## src/common/axil_crossbar_cfg.svh

```systemverilog
//**************************************************
// Crossbar port counts, slave windows, bank sizes
//**************************************************

`ifndef AXIL_CROSSBAR_CFG_SVH
`define AXIL_CROSSBAR_CFG_SVH

// Port counts
`define AXIL_N_MASTERS 2
`define AXIL_N_SLAVES 2

// Slave windows, matched on the masked address
`define AXIL_SLAVE0_BASE 32'h0000_0000
`define AXIL_SLAVE1_BASE 32'h2000_0000
`define AXIL_SLAVE_MASK 32'hF000_0000

// Register bank sizes
`define AXIL_N_CONTROL_REGS 3
`define AXIL_N_STATUS_REGS 3

`endif

```

## src/common/axil_pkg.sv

```systemverilog
//**************************************************
// AXI-lite bus types, response and arbiter enums,
// request and response channel structs
//**************************************************

package axil_pkg;

    // Bus field widths
    typedef logic [31:0] addr_t;
    typedef logic [31:0] data_t;
    typedef logic [3:0]  strb_t;

    // AXI-lite response codes, EXOKAY is never produced
    typedef enum logic [1:0] {
        RESP_OKAY   = 2'd0,
        RESP_SLVERR = 2'd2,
        RESP_DECERR = 2'd3
    } axil_resp_e;

    // Per-slave grant FSM
    typedef enum logic [1:0] {
        ARB_IDLE,
        ARB_WRITE,
        ARB_READ
    } arb_state_e;

    // Master toward slave
    typedef struct packed {
        addr_t awaddr;
        logic  awvalid;
        data_t wdata;
        strb_t wstrb;
        logic  wvalid;
        logic  bready;
        addr_t araddr;
        logic  arvalid;
        logic  rready;
    } axil_req_t;

    // Slave toward master
    typedef struct packed {
        logic       awready;
        logic       wready;
        axil_resp_e bresp;
        logic       bvalid;
        data_t      rdata;
        axil_resp_e rresp;
        logic       rvalid;
        logic       arready;
    } axil_rsp_t;

endpackage

```

## src/source/axil_register_bank.sv

```systemverilog
//**************************************************
// AXI-lite register slave, strobed control registers
// and read-only status registers
//**************************************************

module axil_register_bank #(
    parameter int N_CONTROL_REGS = 3,
    parameter int N_STATUS_REGS = 3
) (
    input  logic                                     clock,
    input  logic                                     reset,
    input  axil_pkg::axil_req_t                      bus_req,
    output axil_pkg::axil_rsp_t                      bus_rsp,
    input  axil_pkg::data_t [N_STATUS_REGS-1:0]      status_in,
    output axil_pkg::data_t [N_CONTROL_REGS-1:0]     control_out
);

    logic [25:0]          write_index;
    logic [25:0]          read_index;
    logic                 write_accept;
    logic                 read_accept;
    logic                 bvalid_q;
    logic                 rvalid_q;
    axil_pkg::axil_resp_e bresp_q;
    axil_pkg::axil_resp_e rresp_q;
    axil_pkg::data_t      rdata_q;

    // Word offset inside the window
    assign write_index = bus_req.awaddr[27:2];
    assign read_index = bus_req.araddr[27:2];

    assign write_accept = bus_req.awvalid & bus_req.wvalid & ~bvalid_q;
    assign read_accept = bus_req.arvalid & ~rvalid_q;

    always_ff @(posedge clock) begin
        if (reset) begin
            bvalid_q <= 1'b0;
            rvalid_q <= 1'b0;
            control_out <= '0;
        end else begin
            if (write_accept) begin
                bvalid_q <= 1'b1;
                if (write_index < N_CONTROL_REGS) begin
                    for (int b = 0; b < 4; b++) begin
                        if (bus_req.wstrb[b]) begin
                            control_out[write_index][8*b +: 8] <= bus_req.wdata[8*b +: 8];
                        end
                    end
                end
            end else if (bus_req.bready) begin
                bvalid_q <= 1'b0;
            end

            if (read_accept) begin
                rvalid_q <= 1'b1;
            end else if (bus_req.rready) begin
                rvalid_q <= 1'b0;
            end
        end
    end

    // Response payload, held stable while the valid waits
    always_ff @(posedge clock) begin
        if (write_accept) begin
            bresp_q <= (write_index < N_CONTROL_REGS) ? axil_pkg::RESP_OKAY
                                                      : axil_pkg::RESP_SLVERR;
        end
        if (read_accept) begin
            if (read_index < N_STATUS_REGS) begin
                rdata_q <= status_in[read_index];
                rresp_q <= axil_pkg::RESP_OKAY;
            end else begin
                rdata_q <= '0;
                rresp_q <= axil_pkg::RESP_SLVERR;
            end
        end
    end

    always_comb begin
        bus_rsp.awready = write_accept;
        bus_rsp.wready = write_accept;
        bus_rsp.bresp = bresp_q;
        bus_rsp.bvalid = bvalid_q;
        bus_rsp.arready = read_accept;
        bus_rsp.rdata = rdata_q;
        bus_rsp.rresp = rresp_q;
        bus_rsp.rvalid = rvalid_q;
    end

endmodule

```

## config.mk

```make
export PLATFORM = sky130hd
export DESIGN_NAME = axil_register_bank
export DESIGN_NICKNAME = d
export VERILOG_FILES = /design/src/common/axil_crossbar_cfg.svh /design/src/common/axil_pkg.sv /design/src/source/axil_register_bank.sv
export SDC_FILE = /design/constraint.sdc
export NUM_CORES = 1
export LEC_CHECK = 0
export ABC_AREA = 0
export BUFFER_PORTS_ARGS = -buffer_cell sky130_fd_sc_hd__clkbuf_2
export CAP_MARGIN = 10
export CORE_MARGIN = 2
export CORE_UTILIZATION = 25
export DETAILED_ROUTE_END_ITERATION = 8
export GPL_TIMING_DRIVEN = 0
export PLACE_DENSITY = 0.5
export SLEW_MARGIN = 20
export SYNTH_ARGS = -nofsm -noshare
export SYNTH_HDL_FRONTEND = slang
export SYNTH_SLANG_ARGS = --single-unit
```

## constraint.sdc

```tcl
create_clock -name clock -period 3.1 [get_ports clock]
set_input_delay 0.465 -clock clock [delete_from_list [all_inputs] [get_ports clock]]
set_output_delay 0.465 -clock clock [all_outputs]
set_load 0.05 [all_outputs]
```

==> results of run 1 <==
-- stage by stage --
step	instances	setup slack (ns)	instance area, sq um
6_report	1269	0.710	8930
5_1_grt	1269	0.501	8930
4_1_cts	1269	0.649	8930
3_5_place_dp	1237	0.330	8340
3_3_place_gp	1236	-0.843	8310
2_1_floorplan	586	0.228	6290
-- cells by family after synthesis --
| family | after synthesis | synth area share (%) |
|---|---|---|
| simple gates | 247 | 23.9 |
| flops | 132 | 47.4 |
| mux | 128 | 22.8 |
| buf+inv | 43 | 3.14 |
| compound gates | 34 | 2.74 |
| other cells | 1 | 0.0596 |
-- per-layer routing --
metal / vias to the layer above / wire [microns] / part of all wire, %
met5: - / 0 / 0
met4: 0 / 211 / 1.0
met3: 14 / 1240 / 6.0
met2: 184 / 10500 / 51
met1: 2495 / 8710 / 42
li1: 2709 / - / -
-- sequential cells by signal (all words and copies together), names as in the netlist --
name,count
bresp_q,1
bvalid_q,1
control_out,96
rdata_q,32
rresp_q,1
rvalid_q,1
-- final cells by class --
type / instances / area, sq um / share of cell area [%]
plain buffers: 42 / 194 / 2.17
clock buffers: 19 / 444 / 4.98
clock inverters: 13 / 145 / 1.63
inverters: 1 / 3.75 / 0.0421
multi-input cells: 411 / 3120 / 35.0
flip-flops and latches: 132 / 2980 / 33.4
well taps: 330 / 413 / 4.63
repair buffers: 321 / 1620 / 18.2
-- worst max path at each step --
stage / start / end / slack [ns]
final: bvalid_q / control_out[90] / 0.71
after CTS: bvalid_q / control_out[90] / 0.65
after global placement: bus_req[1] / bus_rsp[0] / -0.84
after detailed placement: bus_req[91] / control_out[63] / 0.33
after floorplan: bus_req[1] / bus_rsp[0] / 0.23
after global routing: bus_req[91] / control_out[59] / 0.50
-- report_power, final --
| group | leakage (nW) | switching (mW) | total (mW) | internal [mW] |
|---|---|---|---|---|
| Combinational | 2.82 | 0.289 | 0.462 | 0.173 |
| Clock | 0.288 | 0.816 | 2.04 | 1.22 |
| Sequential | 1.12 | 0.00775 | 1.80 | 1.79 |
| Total | 4.23 | 1.11 | 4.29 | 3.18 |
-- layout by cell type (no fill, tap or decap), types with 2 or more instances in the layout --
cell type   netlist  routed
a21oi_1          33      33
and4_1            2       2
and4b_1           4       4
buf_1             2       2
buf_2             2       2
buf_4             7       7
bufinv_16         0       2
clkbuf_1         30      30
clkbuf_16         0      17
clkbuf_2          0     321
clkinv_4          0       3
clkinvlp_4        0       2
conb_1            1       2
dfxtp_1          98      98
edfxtp_1         34      34
inv_4             0       2
inv_6             0       3
mux2_2           88      88
mux2_4            8       8
mux2i_1          32      32
nand2_1           6       6
nand3_1           3       3
nand4_1          10      10
nor2_1           66      66
nor2b_1         130     129
nor3_1            4       4
nor4_1            7       7
nor4_2            4       4
nor4_4            5       5
-- worst register-to-register path, stage by stage (launching register included) --
cell,delay (ns)
dfxtp_1,0.33
nand3b_1,0.38
inv_2,0.30
and4b_1,0.22
nand4_1,0.53
mux2_2,0.50
==> summary.txt, run 1 <==
Logic synthesis
  – Commonest cells post-synth: nor2b_1, dfxtp_1, mux2_2, nor2_1, edfxtp_1
  – Cells after synthesis: 585
  – FF+latch count, synth: 132
  – Seq/Total Area, Yosys: 47.4%
  – Synth async-reset ratio: 0%
  – Distinct cells, synth: 31
  – Count leader, synth: nor2b_1
  – Mapped Avg Cell Area: 10.8 sq um
  – Prevailing post-synth register cell: dfxtp_1
  – Mapped cell area: 0.00629 sq mm
  – Yosys top cell area share: 31.2%
  – Ranking of synthesized cells by area: dfxtp_1, edfxtp_1, mux2_2, nor2b_1, mux2i_1
  – Leading area contributor after synthesis: dfxtp_1
  – Synth warn: 0
  – Post-synth EDFFs: 34

Setup path
  – Slowest CP cell: nand4_1
  – Crit path kind: reg -> reg
  – Critical Path, Cell by Cell: nand3b_1 > inv_2 > and4b_1 > nand4_1 > mux2_2
  – Stages on the worst setup path: 5
  – Worst Setup End Kind: flop
  – CP Data Arrival Time: 2.69 ns
  – Crit path max fanout: 11
  – Required time of the critical path: 3.40 ns
  – Crit path buf inv count: 1
  – Family with the most delay on the worst path: simple AND/OR/NAND/NOR gates
  – R2R Path End: control_out[90]
  – RR Startpoint: bvalid_q
  – Reg2Reg Setup Slack: 0.71 ns
  – Worst path max stage delay: 0.53 ns
  – CP Launch Type: flop
  – Worst R2R Path Depth: 5

Timing
  – Clock Skew: 0.0106 ns
  – Slew headroom: 36.9%
  – Final Hold Vio Count: 0
  – Fin Setup TNS: 0 ns
  – RSZ-0062 raised after global routing: false
  – Final setup viols: 0
  – Final worst-path cycle share: 77.1%
  – Fin crit period: 2.39 ns
  – Hold slack: 0.234 ns
  – Least-Margin Pin Slew: 0.939 ns
  – Fmax: 418 MHz
  – Slew Limit Fails: 0

Global routing
  – First-pass GRT wire length: 31000 microns
  – Gr ovfl total: 0
  – Layer with the highest usage: met2
  – Met1 Resource Use GR: 18.6%
  – Largest net degree at the start of global routing: 27
  – Initial antenna violation count: 0
  – Vias in the first global route: 5411
  – Routing usage on met2: 27.8%
  – Met3 global-route usage: 3.49%
  – Gr usage total: 15.6%

Cells and area
  – Final Util: 35.8%
  – Layout cells sized above 1: 50.4%
  – Ant. Diodes: 0
  – P&R area growth vs syn: 41.9%
  – Layout fillers: 2589
  – Final #Nets: 1129

Hold path
  – Hold crit path type: in -> reg
  – Hold depth: 2
  – Hold Path Origin: bus_req[0]
  – Worst Hold Path EP: rvalid_q

Detailed routing
  – DRC: 0
  – Wire per inst: 16.3 microns
  – DRT Pass-1 Iters: 5
  – Vias: 5402
  – Final Routed Wirelength: 20700 microns
  – Vias per cell: 4.26
  – Antenna viol nets, final: 0
  – Initial DRC Count: 198

Outcome
  – Status: finished, final reports clean

Clock tree
  – CTS root buffer: clkbuf_16
  – Post_cts resized: 0
  – Post-CTS Setup Inserts: 0
  – # clock sinks: 132
  – Clock Path Buffers: 2
  – Cts bufs inserted: 17
  – Clock Latency Late Sink: 0.42 ns
  – CTS H-tree depth: 4
  – TritonCTS clock tree: yes
  – Clock edge transition at the registers on the reported setup and hold paths: 0.06 ns
  – # hold bufs at CTS: 0

Floorplanning
  – Die ar.: 0.0264 sq mm
  – Core ar.: 0.0250 sq mm
  – Die W: 163 microns
  – Initial core utilization: 25.2%
  – Die Y: 163 microns
  – Top Ports: 340
  – FP Rows: 58

Place
  – HPWL after DPL: 16100 microns
  – Placer Congestion: 0.807
  – # port buffers: 320

Pwr
  – LEAKAGE: 4.23 nW
  – Max VDD drop: 0.260 mV
  – Total chip power: 4.29 mW
  – P per Cell Area: 481 mW/mm^2

Flow run
  – Max-cap violations: 0
No activity file was read; power rests on OpenSTA's default activity.
==> run 2: changes to the inputs <==
==> constraint.sdc (replaced) <==
create_clock -name clock -period 2.4 [get_ports clock]
set_input_delay 0.36 -clock clock [delete_from_list [all_inputs] [get_ports clock]]
set_output_delay 0.36 -clock clock [all_outputs]
set_load 0.05 [all_outputs]
==> run 2 against run 1 <==
Net effect: die area unchanged; clock skew rose by 0.00054 ns; register-to-register slack lost 0.53 ns; critical path depth shrank 1; routed wire length rose by 5.2%; first-iteration DRC count decreased by 18%; worst hold slack got worse by 0.11 ns; flip-flop and latch count unchanged; setup slack got worse by 0.54 ns; critical endpoint is now control_out[63].
==> summary.txt, run 2 (synthesis gave the netlist of run 1 again) <==
Pwr
  – Max VDD drop: 0.393 mV (was 0.260 mV)
  – Total chip power: 5.40 mW (was 4.29 mW)
  – LEAKAGE: 4.25 nW (was 4.23 nW)
  – P per Cell Area: 605 mW/mm^2 (was 481 mW/mm^2)

Timing
  – Final Hold Vio Count: 0 (unchanged)
  – Fmax: 449 MHz
  – Clock Skew: 0.0111 ns (was 0.0106 ns)
  – Fin crit period: 2.23 ns
  – Slew headroom: 37.9% (was 36.9%)
  – Least-Margin Pin Slew: 0.924 ns (was 0.939 ns)
  – RSZ-0062 raised after global routing: false (unchanged)
  – Slew Limit Fails: 0 (unchanged)
  – Final worst-path cycle share: 92.8%
  – Final setup viols: 0 (unchanged)

Detailed routing
  – Final Routed Wirelength: 21800 microns (was 20700 microns)
  – DRC: 0 (unchanged)
  – DRT Pass-1 Iters: 4 (was 5)
  – Vias per cell: 4.32 (was 4.26)
  – Antenna viol nets, final: 0 (unchanged)
  – Initial DRC Count: 163 (was 198)
  – Vias: 5497 (was 5402)
  – Wire per inst: 17.1 microns (was 16.3 microns)

Floorplanning
  – FP Rows: 58 (unchanged)
  – Die Y: 163 microns (unchanged)
  – Top Ports: 340 (unchanged)
  – Die W: 163 microns (unchanged)
  – Core ar.: 0.0250 sq mm (unchanged)
  – Initial core utilization: 25.2% (unchanged)
  – Die ar.: 0.0264 sq mm (unchanged)

Setup path
  – Required time of the critical path: 2.70 ns (was 3.40 ns)
  – Slowest CP cell: nor4_2 (was nand4_1)
  – Worst path max stage delay: 0.81 ns (was 0.53 ns)
  – CP Launch Type: primary input (was flop)
  – Crit path kind: in -> reg (was reg -> reg)
  – Stages on the worst setup path: 4 (was 5)
  – Family with the most delay on the worst path: simple AND/OR/NAND/NOR gates (unchanged)
  – Worst Setup End Kind: flop (unchanged)
  – CP Data Arrival Time: 2.53 ns (was 2.69 ns)
  – Worst R2R Path Depth: 5 (unchanged)
  – Crit path buf inv count: 1 (unchanged)
  – Critical Path, Cell by Cell: clkbuf_2 > nor4_2 > nand4_1 > mux2_2 (was nand3b_1 > inv_2 > and4b_1 > nand4_1 > mux2_2)
  – RR Startpoint: bvalid_q (unchanged)
  – Crit path from: bus_req[91] (was bvalid_q)
  – Crit path max fanout: 9 (was 11)

Outcome
  – Status: finished, final reports clean (unchanged)

Flow run
  – Max-cap violations: 0 (unchanged)

Global routing
  – Largest net degree at the start of global routing: 27 (unchanged)
  – Vias in the first global route: 5590 (was 5411)
  – First-pass GRT wire length: 32500 microns (was 31000 microns)
  – Initial antenna violation count: 0 (unchanged)
  – Gr ovfl total: 0 (unchanged)
  – Gr usage total: 16.4% (was 15.6%)

Cells and area
  – Most common cell after layout, fill and taps aside: clkbuf_2 (unchanged)
  – Final #Nets: 1134 (was 1129)
  – Layout cells sized above 1: 50.5% (was 50.4%)
  – Final Util: 35.8% (about the same)
  – Largest Register: control_out (unchanged)
  – Layout fillers: 2670 (was 2589)
  – Ant. Diodes: 0 (unchanged)
  – Largest register FFs: 96 (unchanged)
  – P&R area growth vs syn: 42.1% (was 41.9%)
  – Largest regs: control_out (96), rdata_q (32) (unchanged)
  – Most frequent cells in the layout: clkbuf_2, nor2b_1, dfxtp_1 (unchanged)

Clock tree
  – TritonCTS clock tree: yes (unchanged)
  – CTS H-tree depth: 4 (unchanged)
  – Clock Latency Late Sink: 0.41 ns (was 0.42 ns)
  – Clock edge transition at the registers on the reported setup and hold paths: 0.07 ns (was 0.06 ns)
  – # clock sinks: 132 (unchanged)
  – CTS root buffer: clkbuf_16 (unchanged)
  – Cts bufs inserted: 17 (unchanged)
  – Clock Path Buffers: 2 (unchanged)

Hold path
  – Hold Path Origin: bus_req[0] (unchanged)
  – Hold crit path type: in -> reg (unchanged)
  – Hold depth: 2 (unchanged)

Place
  – Placer Congestion: 0.783 (was 0.807)
  – # port buffers: 320 (unchanged)
  – HPWL after DPL: 17100 microns (was 16100 microns)
run 2: path summary, 6_finish.rpt:
check | slack, ns | to
setup / recovery | 0.17 | control_out[63]
hold / removal | 0.12 | rvalid_q
setup reg to reg | 0.18 | control_out[65]
hold reg to reg | 0.51 | bvalid_q
run 2: metal layers:
metal  GRT usage, %  up-vias  wire [microns]
li1               -     2710               -
met1           18.8     2560            8850
met2           30.1      219           11100
met3           5.32        8            1650
met4           3.22        0             158
met5              0        -               0
run 2: timing repair:
action | 4_1_cts | 5_1_grt
resized for setup | 0 | 0
setup buffers | 0 | 5
hold buffers | 0 | 0
setup endpoints to repair | 0 | 22
run 2: per-stage QoR:
stage	hold slack, ns	setup TNS (ns)	instance area (sq um)	setup WS (ns)	std cells
final	0.121	0	8940	0.172	1273
after global placement	0.485	-14.33	8310	-0.322	1236
after floorplan	0.458	0	6300	0.324	586
after global routing	0.0933	0	8940	0.0178	1273
after CTS	0.0921	0	8890	0.00256	1268
after detailed placement	0.503	-16.55	8340	-0.352	1237
run 2: area by class of cell:
type                       count  area, sq um  area share, %
sequential                   132         2980           33.4
clock buffer                  19          443           4.96
tap                          330          413           4.62
clock inverter                12          108           1.20
timing repair buffer         326         1670           18.7
buffer                        42          194           2.17
inverter                       1         3.75         0.0420
multi-input combinational    411         3120           34.9
run 2: report_power, final:
| group | switching, mW | leakage (nW) | total, mW | internal, mW |
|---|---|---|---|---|
| clock network | 1.03 | 0.277 | 2.48 | 1.45 |
| registers | 0.0115 | 1.12 | 2.32 | 2.31 |
| logic | 0.374 | 2.85 | 0.598 | 0.224 |
==> run 3: changes to the inputs <==
--- a/config.mk
+++ b/config.mk
@@ -6,12 +6,13 @@
 export NUM_CORES = 1
 export LEC_CHECK = 0
 export ABC_AREA = 0
-export BUFFER_PORTS_ARGS = -buffer_cell sky130_fd_sc_hd__clkbuf_2
+export BUFFER_PORTS_ARGS = -buffer_cell sky130_fd_sc_hd__buf_4
 export CAP_MARGIN = 10
 export CORE_MARGIN = 2
 export CORE_UTILIZATION = 25
 export DETAILED_ROUTE_END_ITERATION = 8
 export GPL_TIMING_DRIVEN = 0
+export HOLD_SLACK_MARGIN = 0.08
 export PLACE_DENSITY = 0.5
 export SLEW_MARGIN = 20
 export SYNTH_ARGS = -nofsm -noshare
==> constraint.sdc (replaced) <==
create_clock -name clock -period 2.4 [get_ports clock]
set_input_delay 0.36 -clock clock [delete_from_list [all_inputs] [get_ports clock]]
set_output_delay 0.36 -clock clock [all_outputs]
set_load 0.02 [all_outputs]
==> run 3 against run 2 <==
Net effect: critical endpoint is now control_out[59]; critical path depth unchanged; largest cell class unchanged; setup slack about the same; critical path type unchanged; register-to-register slack about the same.
==> summary.txt, run 3 (synthesis gave the netlist of run 1 again) <==
Outcome
  – Status: finished, final reports clean (unchanged)

Pwr
  – Power share of the clock group: 46.1% (was 46.0%)
  – P per Cell Area: 562 mW/mm^2 (was 605 mW/mm^2)
  – Logic gate share of total power: 11.4% (was 11.1%)
  – Total chip power: 5.46 mW (was 5.40 mW)
  – Reg power frac: 42.5% (was 43.0%)
  – Fraction of power spent switching nets: 26.0% (was 26.3%)
  – Max VDD drop: 0.295 mV (was 0.393 mV)
  – LEAKAGE: 4.45 nW (was 4.25 nW)
  – P_sw: 1.42 mW (about the same)
  – Internal power: 4.05 mW (was 3.98 mW)

Detailed routing
  – Vias per cell: 4.33 (was 4.32)
  – Initial DRC Count: 215 (was 163)
  – Antenna viol nets, final: 0 (unchanged)
  – DRC: 0 (unchanged)
  – Vias: 5508 (was 5497)
  – Wire per inst: 17.7 microns (was 17.1 microns)
  – DRT Pass-1 Iters: 4 (unchanged)
  – Final Routed Wirelength: 22500 microns (was 21800 microns)

Timing
  – Least-Margin Pin Slew: 0.933 ns (was 0.924 ns)
  – Final WS setup: 0.172 ns (about the same)
  – Fin crit period: 2.23 ns (about the same)
  – Slew Limit Fails: 0 (unchanged)
  – Final worst-path cycle share: 92.8% (about the same)
  – Fin Setup TNS: 0 ns (unchanged)
  – Final setup viols: 0 (unchanged)
  – Slew headroom: 37.3% (was 37.9%)
  – Clock Skew: 0.0124 ns (was 0.0111 ns)
  – Fmax: 449 MHz (about the same)
  – RSZ-0062 raised after global routing: false (unchanged)
  – Final Hold Vio Count: 0 (unchanged)

Floorplanning
  – Initial core utilization: 25.2% (unchanged)
  – Die Y: 163 microns (unchanged)
  – Top Ports: 340 (unchanged)
  – Core ar.: 0.0250 sq mm (unchanged)
  – Die W: 163 microns (unchanged)
  – FP Rows: 58 (unchanged)
  – Die ar.: 0.0264 sq mm (unchanged)

Cells and area
  – Largest register FFs: 96 (unchanged)
  – Final #Nets: 1131 (was 1134)
  – Layout fillers: 2568 (was 2670)
  – Most common cell after layout, fill and taps aside: buf_4 (was clkbuf_2)
  – P&R area growth vs syn: 54.6% (was 42.1%)
  – Largest regs: control_out (96), rdata_q (32) (unchanged)
  – Register area: 0.00298 sq mm (unchanged)
  – Multi-input logic area: 0.00312 sq mm (unchanged)
  – Most frequent cells in the layout: buf_4, nor2b_1, dfxtp_1 (was clkbuf_2, nor2b_1, dfxtp_1)
  – Layout cells sized above 1: 50.5% (about the same)
  – Largest Register: control_out (unchanged)

Place
  – Pre-CTS WS: -0.311 ns (was -0.352 ns)
  – HPWL after DPL: 17700 microns (was 17100 microns)
  – Placer Congestion: 0.789 (was 0.783)
  – # port buffers: 320 (unchanged)

Setup path
  – CP Launch Type: primary input (unchanged)
  – Reg2Reg Setup Slack: 0.18 ns (about the same)
  – Worst Setup End Kind: flop (unchanged)
  – CP Data Arrival Time: 2.53 ns (about the same)
  – Worst R2R Path Depth: 5 (unchanged)
  – Crit path max fanout: 9 (unchanged)
  – RR Startpoint: bvalid_q (unchanged)
  – Required time of the critical path: 2.70 ns (about the same)
  – R2R Path End: control_out[2] (was control_out[65])
  – Crit path kind: in -> reg (unchanged)

Clock tree
  – Clock Latency Late Sink: 0.42 ns (was 0.41 ns)
  – Cts bufs inserted: 17 (unchanged)
  – Clock edge transition at the registers on the reported setup and hold paths: 0.07 ns (about the same)
  – # clock sinks: 132 (unchanged)
  – Clock Path Buffers: 2 (unchanged)
  – TritonCTS clock tree: yes (unchanged)
  – CTS H-tree depth: 4 (unchanged)
  – CTS root buffer: clkbuf_16 (unchanged)

Global routing
  – First-pass GRT wire length: 32900 microns (was 32500 microns)
  – Gr ovfl total: 0 (unchanged)
  – Initial antenna violation count: 1 (was 0)
  – Gr usage total: 16.7% (was 16.4%)
  – Largest net degree at the start of global routing: 27 (unchanged)
  – Vias in the first global route: 5493 (was 5590)

Flow run
  – Max-cap violations: 0 (unchanged)

Hold path
  – Worst Hold Path EP: rvalid_q (unchanged)
  – Hold crit path type: in -> reg (unchanged)
  – Hold depth: 2 (unchanged)
  – Hold Path Origin: bus_req[0] (unchanged)
## run 3: changes by cell type in the layout (fill, tap and decap cells not counted), sizes merged
| cell | previous run | this run |
|---|---|---|
| buf | 18 | 335 |
| diode | 0 | 1 |
| bufinv | 1 | 0 |
| clkinvlp | 0 | 3 |
| inv | 3 | 7 |
| clkinv | 9 | 5 |
| clkbuf | 369 | 48 |
## run 3: per-layer routing
layer / routed length [microns] / vias to the layer above / track usage, %
met5: 0 / - / 0
met4: 312 / 0 / 5.35
met3: 2010 / 16 / 5.98
met2: 11200 / 222 / 29.0
met1: 8970 / 2555 / 19.3
li1: - / 2715 / -
## run 3: repair_timing
| action | in CTS | in global routing |
|---|---|---|
| buffers inserted | 0 | 2 |
| endpoints found under the setup margin | 0 | 8 |
| hold buffers | 0 | 0 |
| resized for setup | 0 | 0 |
## run 3: through the flow
step	area [sq um]	std cells	hold slack [ns]	util, %
after floorplan	6300	586	0.458	-
after global placement	9110	1236	0.477	36.5
after detailed placement	9140	1237	0.491	36.6
after CTS	9710	1269	0.0857	38.9
after global routing	9720	1272	0.105	38.9
final	9720	1272	0.111	38.9
## run 3: layout make-up
| cell class | instances | share of cell area (%) |
|---|---|---|
| multi-input cells | 411 | 32.1 |
| clock inverters | 14 | 1.21 |
| well taps | 330 | 4.25 |
| clock buffers | 18 | 4.63 |
| inverters | 1 | 0.0386 |
| diodes | 1 | 0.0257 |
| plain buffers | 42 | 1.99 |
| repair buffers | 323 | 25.1 |
| flip-flops and latches | 132 | 30.7 |
## run 3: how the worst max path moves through the flow
stage / startpoint / end / slack (ns) / cells after the start
6_report: bus_req[91] / control_out[59] / 0.17 / 4
5_1_grt: bvalid_q / control_out[30] / 0.03 / 5
4_1_cts: bvalid_q / control_out[89] / 0.08 / 5
3_5_place_dp: bus_req[91] / control_out[89] / -0.31 / 4
3_3_place_gp: bus_req[91] / control_out[90] / -0.26 / 4
2_1_floorplan: bus_req[92] / control_out[0] / 0.32 / 4
## run 3: worst max-delay path, stage by stage
cell and delay [ns]:
buf_4 0.11, nor4_2 0.81, nand4_1 0.73, mux2_2 0.50
## run 3: power by group through the flow
stage          clock network, mW  registers (mW)  logic, mW
3_5_place_dp                   0            2.37      0.634
5_1_grt                     2.68            2.32      0.683
2_1_floorplan                  0            2.41      0.215
4_1_cts                     2.59            2.32      0.636
3_3_place_gp                   0            2.37      0.625
6_report                    2.52            2.32      0.624
